`config.mk`:
```
export PLATFORM = sky130hd
export DESIGN_NAME = sink_streamer
export DESIGN_NICKNAME = d
export VERILOG_FILES = /design/src/sink_pkg.sv /design/src/sink_streamer.sv /design/src/sink_ctrl.sv /design/src/sink_store_align.sv /design/src/sink_addr_fifo.sv /design/src/sink_addrgen.sv
export SDC_FILE = /design/constraint.sdc
export NUM_CORES = 1
export LEC_CHECK = 0
export ABC_AREA = 0
export BUFFER_PORTS_ARGS = -buffer_cell sky130_fd_sc_hd__buf_2
export CORE_UTILIZATION = 25
export CTS_BUF_LIST = sky130_fd_sc_hd__clkbuf_8
export CTS_CLUSTER_DIAMETER = 200
export DETAILED_ROUTE_END_ITERATION = 10
export PLACE_DENSITY = 0.38
export SETUP_SLACK_MARGIN = 0.2
export SYNTH_ARGS = -nofsm -noshare
export SYNTH_HDL_FRONTEND = slang
export SYNTH_SLANG_ARGS = --single-unit
```
`constraint.sdc`:
```
create_clock -name clk_i -period 9.6 [get_ports clk_i]
set_clock_uncertainty 0.05 [all_clocks]
set_input_delay 2.88 -clock clk_i [delete_from_list [all_inputs] [get_ports clk_i]]
set_output_delay 2.88 -clock clk_i [all_outputs]
set_load 0.01 [all_outputs]
```
`src/sink_pkg.sv`:
```
`default_nettype none

package sink_pkg;

  // element and bank geometry
  localparam int unsigned ELEM_W         = 8;  // one byte per element
  localparam int unsigned ELEMS_PER_BANK = 4;  // bytes in a 32-bit bank

  // data widths
  localparam int unsigned STREAM_DW = ELEM_W * ELEMS_PER_BANK;       // 32
  localparam int unsigned MEM_DW    = STREAM_DW + ELEM_W * ELEMS_PER_BANK; // one spare bank
  localparam int unsigned MEM_BEW   = MEM_DW / ELEM_W;               // 8 byte enables

  // addressing
  localparam int unsigned ADDR_W = 32;
  localparam int unsigned OFFS_W = $clog2(ELEMS_PER_BANK); // byte offset in bank

  localparam int unsigned CNT_W           = 16; // length and transaction counters
  localparam int unsigned ADDR_FIFO_DEPTH = 2;

  typedef logic [ADDR_W-1:0]           addr_t;
  typedef logic [STREAM_DW-1:0]        sdata_t;
  typedef logic [STREAM_DW/ELEM_W-1:0] sstrb_t;  // one strobe per stream byte
  typedef logic [MEM_DW-1:0]           mdata_t;
  typedef logic [MEM_BEW-1:0]          mbe_t;
  typedef logic [CNT_W-1:0]            cnt_t;
  typedef logic signed [ADDR_W-1:0]    stride_t; // strides may walk backwards

  // job controller
  typedef enum logic [1:0] {
    IDLE,     // waiting for start
    WORKING,  // generator still producing addresses
    DRAIN     // all addresses out, waiting for the last grants
  } sink_state_e;

endpackage

`default_nettype wire
```
`src/sink_streamer.sv`:
```
`default_nettype none
`timescale 1ns/10ps

module sink_streamer
  import sink_pkg::*;
(
  input  logic    clk_i,
  input  logic    rst_ni,
  input  logic    clear_i,

  // job control
  input  logic    start_i,
  output logic    ready_start_o,
  output logic    done_o,

  // job configuration, stable during a job
  input  addr_t   base_addr_i,
  input  cnt_t    d0_len_i,
  input  stride_t d0_stride_i,
  input  stride_t d1_stride_i,
  input  cnt_t    tot_len_i,

  // incoming stream
  input  logic    stream_valid_i,
  output logic    stream_ready_o,
  input  sdata_t  stream_data_i,
  input  sstrb_t  stream_strb_i,

  // memory store port
  output logic    mem_req_o,
  input  logic    mem_gnt_i,
  output addr_t   mem_addr_o,
  output mbe_t    mem_be_o,
  output mdata_t  mem_wdata_o
);

  logic  gen_valid, gen_ready, gen_done;
  addr_t gen_addr;
  logic  pop_valid, pop_ready;
  addr_t pop_addr;
  logic  store_fire;
  logic  gen_en, gen_clr;

  sink_addrgen i_addrgen (
    .clk_i       ( clk_i       ),
    .rst_ni      ( rst_ni      ),
    .en_i        ( gen_en      ),
    .clr_i       ( gen_clr     ),
    .start_i     ( start_i     ),
    .base_addr_i ( base_addr_i ),
    .d0_len_i    ( d0_len_i    ),
    .d0_stride_i ( d0_stride_i ),
    .d1_stride_i ( d1_stride_i ),
    .tot_len_i   ( tot_len_i   ),
    .gen_ready_i ( gen_ready   ),
    .gen_valid_o ( gen_valid   ),
    .gen_addr_o  ( gen_addr    ),
    .gen_done_o  ( gen_done    )
  );

  sink_addr_fifo i_addr_fifo (
    .clk_i        ( clk_i     ),
    .rst_ni       ( rst_ni    ),
    .clear_i      ( clear_i   ),
    .push_valid_i ( gen_valid ),
    .push_addr_i  ( gen_addr  ),
    .push_ready_o ( gen_ready ),
    .pop_valid_o  ( pop_valid ),
    .pop_addr_o   ( pop_addr  ),
    .pop_ready_i  ( pop_ready )
  );

  sink_store_align i_store_align (
    .pop_valid_i    ( pop_valid      ),
    .pop_addr_i     ( pop_addr       ),
    .pop_ready_o    ( pop_ready      ),
    .stream_valid_i ( stream_valid_i ),
    .stream_ready_o ( stream_ready_o ),
    .stream_data_i  ( stream_data_i  ),
    .stream_strb_i  ( stream_strb_i  ),
    .mem_req_o      ( mem_req_o      ),
    .mem_gnt_i      ( mem_gnt_i      ),
    .mem_addr_o     ( mem_addr_o     ),
    .mem_be_o       ( mem_be_o       ),
    .mem_wdata_o    ( mem_wdata_o    ),
    .store_fire_o   ( store_fire     )
  );

  sink_ctrl i_ctrl (
    .clk_i         ( clk_i         ),
    .rst_ni        ( rst_ni        ),
    .clear_i       ( clear_i       ),
    .start_i       ( start_i       ),
    .tot_len_i     ( tot_len_i     ),
    .gen_done_i    ( gen_done      ),
    .store_fire_i  ( store_fire    ),
    .gen_en_o      ( gen_en        ),
    .gen_clr_o     ( gen_clr       ),
    .ready_start_o ( ready_start_o ),
    .done_o        ( done_o        )
  );

endmodule

`default_nettype wire

```
`src/sink_ctrl.sv`:
```
`default_nettype none
`timescale 1ns/10ps

module sink_ctrl
  import sink_pkg::*;
(
  input  logic clk_i,
  input  logic rst_ni,
  input  logic clear_i,
  input  logic start_i,
  input  cnt_t tot_len_i,
  input  logic gen_done_i,
  input  logic store_fire_i,
  output logic gen_en_o,
  output logic gen_clr_o,
  output logic ready_start_o,
  output logic done_o
);

  sink_state_e state_q, state_d;

  cnt_t store_cnt_q;  // stores granted in this job
  logic finish;       // last store accounted for
  logic done_q;

  assign finish = (state_q == DRAIN) && (store_cnt_q == tot_len_i);

  always_comb begin
    state_d  = state_q;
    gen_en_o = 1'b0;
    case (state_q)
      IDLE: begin
        if (start_i) begin
          state_d  = WORKING;
          gen_en_o = 1'b1;  // lets the generator sample the job
        end
      end
      WORKING: begin
        gen_en_o = 1'b1;
        if (gen_done_i) state_d = DRAIN;
      end
      DRAIN: begin
        gen_en_o = ~finish;
        if (finish) state_d = IDLE;
      end
      default: state_d = IDLE;
    endcase
  end

  assign gen_clr_o     = clear_i | finish;  // rearm generator for next job
  assign ready_start_o = (state_q == IDLE);
  assign done_o        = done_q;

  always_ff @(posedge clk_i or negedge rst_ni) begin
    if (!rst_ni) begin
      state_q     <= IDLE;
      store_cnt_q <= '0;
      done_q      <= 1'b0;
    end else if (clear_i) begin
      state_q     <= IDLE;
      store_cnt_q <= '0;
      done_q      <= 1'b0;
    end else begin
      state_q <= state_d;
      done_q  <= finish;  // one cycle pulse after leaving DRAIN
      if (finish) store_cnt_q <= '0;
      else if (store_fire_i) store_cnt_q <= store_cnt_q + cnt_t'(1);
    end
  end

endmodule

`default_nettype wire

```
`src/sink_store_align.sv`:
```
`default_nettype none
`timescale 1ns/10ps

module sink_store_align
  import sink_pkg::*;
(
  // address side
  input  logic   pop_valid_i,
  input  addr_t  pop_addr_i,
  output logic   pop_ready_o,

  // stream side
  input  logic   stream_valid_i,
  output logic   stream_ready_o,
  input  sdata_t stream_data_i,
  input  sstrb_t stream_strb_i,

  // memory store port
  output logic   mem_req_o,
  input  logic   mem_gnt_i,
  output addr_t  mem_addr_o,
  output mbe_t   mem_be_o,
  output mdata_t mem_wdata_o,

  output logic   store_fire_o  // one pulse per accepted store
);

  // one pre-shifted copy of the beat per possible bank offset
  mdata_t data_shift [ELEMS_PER_BANK];
  mbe_t   be_shift   [ELEMS_PER_BANK];

  logic [OFFS_W-1:0] bank_offs;  // byte offset inside the 32-bit bank

  assign bank_offs = pop_addr_i[OFFS_W-1:0];

  for (genvar offs = 0; offs < ELEMS_PER_BANK; offs++) begin : gen_shift
    // beat lands at byte lane offs, upper bank takes the spill
    assign data_shift[offs] = mdata_t'(stream_data_i) << (offs * ELEM_W);
    assign be_shift[offs]   = mbe_t'(stream_strb_i) << offs;
  end

  // request only when an address and a beat meet
  assign mem_req_o = pop_valid_i & stream_valid_i;

  // word-aligned address, low offset bits cleared
  assign mem_addr_o  = {pop_addr_i[ADDR_W-1:OFFS_W], {OFFS_W{1'b0}}};
  assign mem_wdata_o = data_shift[bank_offs];
  assign mem_be_o    = be_shift[bank_offs];

  // address and beat leave together on the grant
  assign store_fire_o   = mem_req_o & mem_gnt_i;
  assign pop_ready_o    = store_fire_o;
  assign stream_ready_o = store_fire_o;  // low gnt keeps the beat waiting

endmodule

`default_nettype wire

```
`src/sink_addr_fifo.sv`:
```
`default_nettype none
`timescale 1ns/10ps

module sink_addr_fifo
  import sink_pkg::*;
(
  input  logic  clk_i,
  input  logic  rst_ni,
  input  logic  clear_i,
  input  logic  push_valid_i,
  input  addr_t push_addr_i,
  output logic  push_ready_o,
  output logic  pop_valid_o,
  output addr_t pop_addr_o,
  input  logic  pop_ready_i
);

  addr_t mem_q [ADDR_FIFO_DEPTH];

  logic [$clog2(ADDR_FIFO_DEPTH)-1:0]   wr_ptr_q;
  logic [$clog2(ADDR_FIFO_DEPTH)-1:0]   rd_ptr_q;
  logic [$clog2(ADDR_FIFO_DEPTH+1)-1:0] used_q;  // occupancy

  logic push;
  logic pop;

  assign push_ready_o = (used_q != ADDR_FIFO_DEPTH);  // full stalls the generator
  assign pop_valid_o  = (used_q != '0);
  assign pop_addr_o   = mem_q[rd_ptr_q];

  assign push = push_valid_i & push_ready_o;
  assign pop  = pop_valid_o & pop_ready_i;

  always_ff @(posedge clk_i or negedge rst_ni) begin
    if (!rst_ni) begin
      wr_ptr_q <= '0;
      rd_ptr_q <= '0;
      used_q   <= '0;
    end else if (clear_i) begin
      wr_ptr_q <= '0;
      rd_ptr_q <= '0;
      used_q   <= '0;
    end else begin
      if (push) wr_ptr_q <= (wr_ptr_q == ADDR_FIFO_DEPTH - 1) ? '0 : wr_ptr_q + 1'b1;
      if (pop)  rd_ptr_q <= (rd_ptr_q == ADDR_FIFO_DEPTH - 1) ? '0 : rd_ptr_q + 1'b1;
      case ({push, pop})
        2'b10:   used_q <= used_q + 1'b1;
        2'b01:   used_q <= used_q - 1'b1;
        default: used_q <= used_q;  // none or both
      endcase
    end
  end

  // storage
  always_ff @(posedge clk_i) begin
    if (push) mem_q[wr_ptr_q] <= push_addr_i;
  end

endmodule

`default_nettype wire

```
`src/sink_addrgen.sv`:
```
`default_nettype none
`timescale 1ns/10ps

module sink_addrgen
  import sink_pkg::*;
(
  input  logic    clk_i,
  input  logic    rst_ni,
  input  logic    en_i,
  input  logic    clr_i,
  input  logic    start_i,
  input  addr_t   base_addr_i,
  input  cnt_t    d0_len_i,
  input  stride_t d0_stride_i,
  input  stride_t d1_stride_i,
  input  cnt_t    tot_len_i,
  input  logic    gen_ready_i,
  output logic    gen_valid_o,
  output addr_t   gen_addr_o,
  output logic    gen_done_o
);

  // sampled job configuration
  cnt_t    d0_len_q;
  cnt_t    tot_len_q;
  stride_t d0_stride_q;
  stride_t d1_stride_q;

  addr_t   row_base_q;    // base of the current outer row
  stride_t inner_offs_q;  // running inner offset inside the row
  cnt_t    inner_idx_q;   // position inside the row
  cnt_t    tot_cnt_q;     // addresses handed out so far
  logic    running_q;
  logic    finished_q;    // blocks a restart until the controller clears us

  logic start_ok;
  logic xfer;
  logic last_inner;
  logic last_addr;

  assign start_ok   = en_i & start_i & ~running_q & ~finished_q;
  assign xfer       = gen_valid_o & gen_ready_i;
  assign last_inner = (inner_idx_q == d0_len_q - cnt_t'(1));  // end of row
  assign last_addr  = (tot_cnt_q == tot_len_q - cnt_t'(1));

  assign gen_valid_o = running_q & en_i;
  assign gen_addr_o  = row_base_q + addr_t'(inner_offs_q);
  assign gen_done_o  = xfer & last_addr;  // same cycle as the last transfer

  // control state and counters
  always_ff @(posedge clk_i or negedge rst_ni) begin
    if (!rst_ni) begin
      running_q   <= 1'b0;
      finished_q  <= 1'b0;
      inner_idx_q <= '0;
      tot_cnt_q   <= '0;
    end else if (clr_i) begin
      running_q   <= 1'b0;
      finished_q  <= 1'b0;
      inner_idx_q <= '0;
      tot_cnt_q   <= '0;
    end else if (start_ok) begin
      running_q   <= 1'b1;  // first address valid next cycle
      inner_idx_q <= '0;
      tot_cnt_q   <= '0;
    end else if (xfer) begin
      tot_cnt_q <= tot_cnt_q + cnt_t'(1);
      if (last_addr) begin
        running_q  <= 1'b0;
        finished_q <= 1'b1;
      end
      inner_idx_q <= last_inner ? '0 : inner_idx_q + cnt_t'(1);
    end
  end

  // config sample and address datapath
  always_ff @(posedge clk_i) begin
    if (start_ok) begin
      d0_len_q     <= d0_len_i;
      tot_len_q    <= tot_len_i;
      d0_stride_q  <= d0_stride_i;
      d1_stride_q  <= d1_stride_i;
      row_base_q   <= base_addr_i;
      inner_offs_q <= '0;
    end else if (xfer) begin
      if (last_inner) begin
        // wrap the row and step to the next outer position
        inner_offs_q <= '0;
        row_base_q   <= row_base_q + addr_t'(d1_stride_q);
      end else begin
        inner_offs_q <= inner_offs_q + d0_stride_q;
      end
    end
  end

endmodule

`default_nettype wire

```
## After elaboration in Yosys (flattened, before gate mapping)

Memory sizes are Yosys's and may differ from the RTL's.
Cells that the tools add are included.

- Register bits after elaboration: 217
- RAM bits: 64
- Input bits: 170
- Output and inout port bits: 108
- Word-level logic and storage cells: 119
- Memories: 1

- Add/sub/neg operators: 12
- Order comparisons: 1
- Eq/ne operators: 12
- Muxes and demuxes: 46
- Bitwise logic cells: 14
- Reduce and logical (&&, ||, !) cells: 17

Memories:

| memory | depth | width | read ports | clocked after Yosys merged registers in | write ports | RTL line | RTL |
|---|---|---|---|---|---|---|---|
| i_addr_fifo.mem_q | 2 | 32 | 1 | 0 | 1 | sink_addr_fifo.sv:18 | `addr_t mem_q [ADDR_FIFO_DEPTH];` |

Operator list:

| cell | count |
|---|---|
| 2-to-1 mux 16 bit | 10 |
| binary-select mux 64 bit (select 2 bit) | 1 |
| 2-to-1 mux 32 bit | 4 |
| 2-to-1 mux 64 bit | 2 |
| adder 32 bit | 3 |
| adder 16 x 1 -> 16 bit, second input constant | 3 |
| == test 16 bit | 3 |
| subtractor 16 x 1 -> 16 bit, second input constant | 2 |
| 2-to-1 mux 1 bit | 18 |
| binary-select mux 8 bit (select 2 bit) | 1 |
| 2-to-1 mux 8 bit | 2 |
| nonzero test 2 bit | 7 |
| nonzero test 3 bit | 4 |
| 2-to-1 mux 2 bit | 5 |
| AND 1 bit | 9 |
| != test 3 bit, second input constant | 2 |
| case mux 2 bit (3 select lines) | 1 |
| AND reduction 3 bit | 2 |
| == test 2 x 1 -> 1 bit, second input constant | 2 |
| == test 2 bit, second input constant | 2 |
| != test 2 bit, second input constant | 2 |
| case mux 2 bit (2 select lines) | 1 |
| AND reduction 2 bit | 2 |
| greater-or-equal comparator 3 bit, second input constant | 1 |
| 10 further kinds | 13 |

## Longest topological paths before layout

- Depth in word-level cells: 10
- Mapped depth: 13
- Mapped depth without buffers: 13

## Hierarchy

A second synthesis with hierarchy kept.

- Cell total of the unflattened synthesis: 1,727
- Area, all modules: 17,739.5 µm²

By module, submodules not included:

| module | times used | cells an instance | area an instance (µm²) | seq. area each (µm²) |
|---|---|---|---|---|
| sink_addrgen | 1 | 1,331 | 12,748.5 | 5,335.1 |
| sink_addr_fifo | 1 | 125 | 2,523.7 | 2,021.9 |
| sink_ctrl | 1 | 120 | 1,278.7 | 475.5 |
| sink_store_align | 1 | 151 | 1,188.6 | 0.0 |

## Least setup slack after synthesis

OpenSTA, ideal clock, no wires.

- Kind: in2reg
- From: in tot_len_i[3]
- To: reg i_addrgen.d0_len_q[0], enable pin
- Setup time: 498 ps
- Arrival: 7,086 ps
- Required time: 9,052 ps
- Path slack: 1,966 ps
- Stages: 8
- Buffers on the path: 2
- Path through: xnor2_1 > nand4_1 > nor4_1 > o21a_1 > or4b_1 > inv_1 > clkbuf_1 > clkbuf_1

- Cells in the longest elaborated chain, start to end: 7

Ends and longest elaborated chain:

| what | RTL line | RTL |
|---|---|---|
| start, declared | sink_streamer.sv:21 | `input cnt_t tot_len_i,` |
| == test 16 bit | sink_ctrl.sv:26 | `assign finish = (state_q == DRAIN) && (store_cnt_q == tot_len_i);` |
| logical AND 1 bit | sink_ctrl.sv:26 |  |
| NOT 1 bit | sink_ctrl.sv:43 | `gen_en_o = ~finish;` |
| case mux 1 bit (3 select lines) | sink_ctrl.sv:31 | `case (state_q)` |
| AND 1 bit (3 in a row) | sink_addrgen.sv:41 | `assign start_ok = en_i & start_i & ~running_q & ~finished_q;` |
| named net i_addrgen.start_ok | sink_addrgen.sv:36 | `logic start_ok;` |
| end signal, assigned | sink_addrgen.sv:79 | `d0_len_q <= d0_len_i;` |
| end, declared | sink_addrgen.sv:24 | `cnt_t d0_len_q;` |

The timed path passes the listed nets, and every way through them passes these cells.
A chain may end at the register's enable or synchronous reset.

## Worst setup path in the final report

- From: in stream_strb_i[2]
- To: out mem_be_o[2]

- Cells in the longest elaborated chain, start to end: 3

Ends and longest elaborated chain:

| what | RTL line | RTL |
|---|---|---|
| start, declared | sink_streamer.sv:27 | `input sstrb_t stream_strb_i,` |
| binary-select mux 8 bit (select 2 bit) | sink_store_align.sv:48 | `assign mem_be_o = be_shift[bank_offs];` |
| 2-to-1 mux 8 bit (implied by the code) (2 in a row) | sink_store_align.sv:48 |  |
| end, declared | sink_streamer.sv:33 | `output mbe_t mem_be_o,` |

Every way passes these cells. The select of a mux whose other input is x is not followed.

==> impl_metrics.tcl <==
set metrics [dict create \
    status "completed" \
    synth_seq_cells 281 \
    finalCritPeriodShare_pct 68.94 \
    path_clk_slew_ns 0.05 \
    place.detailed.hpwl_microns 37730 \
    htree_levels 2 \
    cts_root_buf "clkbuf_8" \
    grt.overflow.total 0 \
    clock_path_buffers 3 \
    multiInputGateArea_sq_mm 0.008757 \
    pwr-share-comb_pct 30.0 \
    cp_max_fo 2 \
    gp_congestion 0.8189 \
    area_delta_synth_final_pct 20.35 \
    p_per_area_mw_per_mm2 199.7 \
    core_area_sq_mm 0.06728 \
    critPathKind "in -> out" \
    avgSynthCellArea_sq_um 10.31 \
    worst_r2r_path_depth 12 \
    fin_crit_ns 6.618 \
    io_pins 278 \
    yosysWarnings 0 \
    hold_violations 0 \
    antenna_found_initial 7 \
    drive_gt1_share_pct 21.32 \
    placed_cells_incl_taps 2745 \
    r2r_slack_ns 5.43 \
    timing.fmax_mhz 151.1 \
    numClockSinks 281 \
    syn_area_sq_mm 0.01700 \
    p_int_uw 2698 \
    vias 13410 \
    drtAntennaViolNets 0 \
    syn_inst 1649 \
    synth.distinct_cells 83 \
    drt_iter0_drc 571 \
    first_global_vias 13370 \
    die_x_microns 262.8 \
    dr.pass1.iters 4 \
    die-area_sq_mm 0.06906 \
    swShare_pct 33.97 \
    worstSkewPairLatency_ns 0.66 \
    seq_power_share_pct 38.2 \
    track_usage_pct 14.59 \
    synth_edf_count 192 \
    wirelength_microns 51140 \
    synth_top_area_share_pct 33.91 \
    ctsHoldBuffers 0 \
    rows 95 \
    startpoint "stream_strb_i[2]" \
    start_kind "primary input" \
    grt_max_degree 81 \
    cts_resized 0 \
    r2r_start "i_addrgen.d0_stride_q[0]" \
    yosysSeqAreaShare_pct 46.07 \
    routed_via_density 4.702 \
    critPathRequiredTime_ns 6.67 \
    tightestPinTransition_ns 1.164 \
    io_buffer_count 266 \
    p_sw_uw 1388 \
    regArea_sq_mm 0.007834 \
    synth-main-ff-cell "edfxtp_1" \
    initial_core_util_pct 25.27 \
    crit_path_end_kind "output port" \
    async_flop_share_pct 20.28 \
    fillers 7015 \
    synthTopCellsByArea "edfxtp_1 34%, dfrtp_1 8.4%, ha_1 7.2%, xnor2_1 5.2%, dfxtp_1 3.8%" \
    rsz0062_at_grt "false" \
    cap_violations 0 \
    numCtsBuffers 57 \
    slew_violations 0 \
    ir_worst_vdd_mv 0.08628 \
    die_y_microns 262.8 \
    yosysTopAreaCell "edfxtp_1" \
    final_cells 2853 \
    drc 0 \
    reg2reg_to "i_addrgen.inner_offs_q[30]" \
    setup_violations 0 \
    cts_tree "done" \
    critPathCapture "mem_be_o[2]" \
    cp_data_arrival_time_ns 3.69 \
    slew_headroom_pct 20.41 \
    post_drt_wl_per_cell_microns 17.92 \
    grt_pass1_wl_microns 78530 \
    finalSetupTns_ns 0 \
    layout.nets 2202 \
    clkPwrFrac_pct 31.8 \
    cts_setup_buffers 0 \
    power_leakage_uw 0.008765 \
    min_path_type "reg -> reg" \
]
## through the flow
| step | utilization, % | setup slack (ns) | total power, uW | instance area [sq um] | hold slack, ns |
|---|---|---|---|---|---|
| 2_1_floorplan | - | 1.966 | 2428 | 17040 | 0.4035 |
| 3_3_place_gp | 28.66 | 2.934 | 2821 | 19280 | 0.4129 |
| 3_5_place_dp | 28.66 | 2.895 | 2825 | 19280 | 0.4243 |
| 4_1_cts | 30.41 | 2.993 | 4168 | 20460 | 0.4341 |
| 5_1_grt | 30.42 | 2.947 | 4356 | 20460 | 0.4510 |
| 6_report | 30.42 | 2.982 | 4087 | 20460 | 0.4328 |
## cell usage after synthesis (all sizes together), types with 5 or more instances
cell / count
o31ai: 9
dfxtp: 32
nor2b: 8
o21bai: 8
clkbuf: 36
xor2: 72
nand2b: 21
inv: 40
nand4: 27
a22oi: 6
nand3b: 5
a211oi: 12
a211o: 6
mux2i: 40
nor2: 151
dfrtp: 57
and2: 19
o21ai: 92
nand2: 133
ha: 98
nor4: 11
nand3: 46
or3: 9
a221oi: 5
and3: 32
a31oi: 14
o21a: 10
nor3: 20
o211ai: 9
xnor2: 101
mux2: 33
a22o: 13
edfxtp: 192
buf: 31
a2111oi: 5
a21oi: 127
a21o: 58
## worst max-delay path, cell delays in order
cell and delay, ns:
buf_2 0.09, mux2i_1 0.07, o21ai_0 0.42, buf_2 0.22
## placed cells by master, fill, tap and decap left out, types with 17 or more instances in the layout
cell,n
nand2_1,132
mux2_2,32
buf_2,266
ha_1,98
dfxtp_1,32
a21oi_1,127
nand3_1,46
xor2_1,72
a21o_1,58
xnor2_1,101
dfrtp_1,56
nand2b_1,21
edfxtp_1,192
nor2_1,149
and3_1,32
mux2i_1,38
nand4_1,26
nor3_1,17
clkbuf_8,64
and2_1,19
o21ai_0,77
inv_1,57
## per-layer routing
layer	wire length (microns)	track usage [%]	vias to the layer above
met4	1289	4.340	4
met1	23900	19.17	6415
met5	27	0	-
met3	2162	2.774	88
met2	23760	24.22	295
li1	-	-	6612
## worst min path at each step
stage                                          from  slack (ns)  depth (start not counted)                        end
after global routing      i_addrgen.inner_offs_q[0]        0.45                          2  i_addrgen.inner_offs_q[0]
after detailed placement  i_addrgen.inner_offs_q[0]        0.42                          2  i_addrgen.inner_offs_q[0]
final                     i_addrgen.inner_offs_q[8]        0.43                          2  i_addrgen.inner_offs_q[8]
after CTS                 i_addrgen.inner_offs_q[0]        0.43                          2  i_addrgen.inner_offs_q[0]
after global placement    i_addrgen.inner_offs_q[0]        0.41                          2  i_addrgen.inner_offs_q[0]
after floorplan           i_addrgen.inner_offs_q[0]        0.40                          2  i_addrgen.inner_offs_q[0]
## area by class of cell
type / instances / share of cell area, %
diodes: 1 / 0.01223
clock buffers: 64 / 4.304
clock inverters: 43 / 1.474
inverters: 41 / 0.7765
multi-input cells: 1270 / 42.79
flip-flops and latches: 281 / 38.28
well taps: 873 / 5.338
repair buffers: 280 / 7.019
## sequential cells by signal, indices dropped and copies added, names as in the netlist, 16 cells and up
| signal | flops |
|---|---|
| i_addr_fifo.mem_q | 64 |
| i_ctrl.store_cnt_q | 16 |
| i_addrgen.inner_idx_q | 16 |
| i_addrgen.inner_offs_q | 32 |
| i_addrgen.d0_len_q | 16 |
| i_addrgen.row_base_q | 32 |
| i_addrgen.d1_stride_q | 32 |
| i_addrgen.d0_stride_q | 32 |
| i_addrgen.tot_cnt_q | 16 |
| i_addrgen.tot_len_q | 16 |
## power groups by stage
| stage | Combinational (uW) | Clock, uW | Sequential [uW] |
|---|---|---|---|
| global placement | 1230 | 0 | 1590 |
| detailed placement | 1230 | 0 | 1590 |
| CTS | 1240 | 1360 | 1570 |
| finish | 1230 | 1300 | 1560 |
| floorplan | 877 | 0 | 1550 |
| global route | 1370 | 1410 | 1580 |
## logic make-up (layout without fill, tap and decap cells)
family / count (synthesis) / after routing / share of synthesized area [%]
other: 1 / 12 / 0.02206
buffers and inverters: 108 / 428 / 2.885
multiplexers: 73 / 73 / 4.540
XOR/XNOR: 173 / 173 / 8.912
AO/OA/AOI/OAI: 402 / 402 / 15.06
adder cells (fa/ha/maj): 102 / 102 / 7.624
AND/OR/NAND/NOR: 509 / 509 / 14.89
flip-flops: 281 / 281 / 46.07
Power figures use the tool's default switching activity.
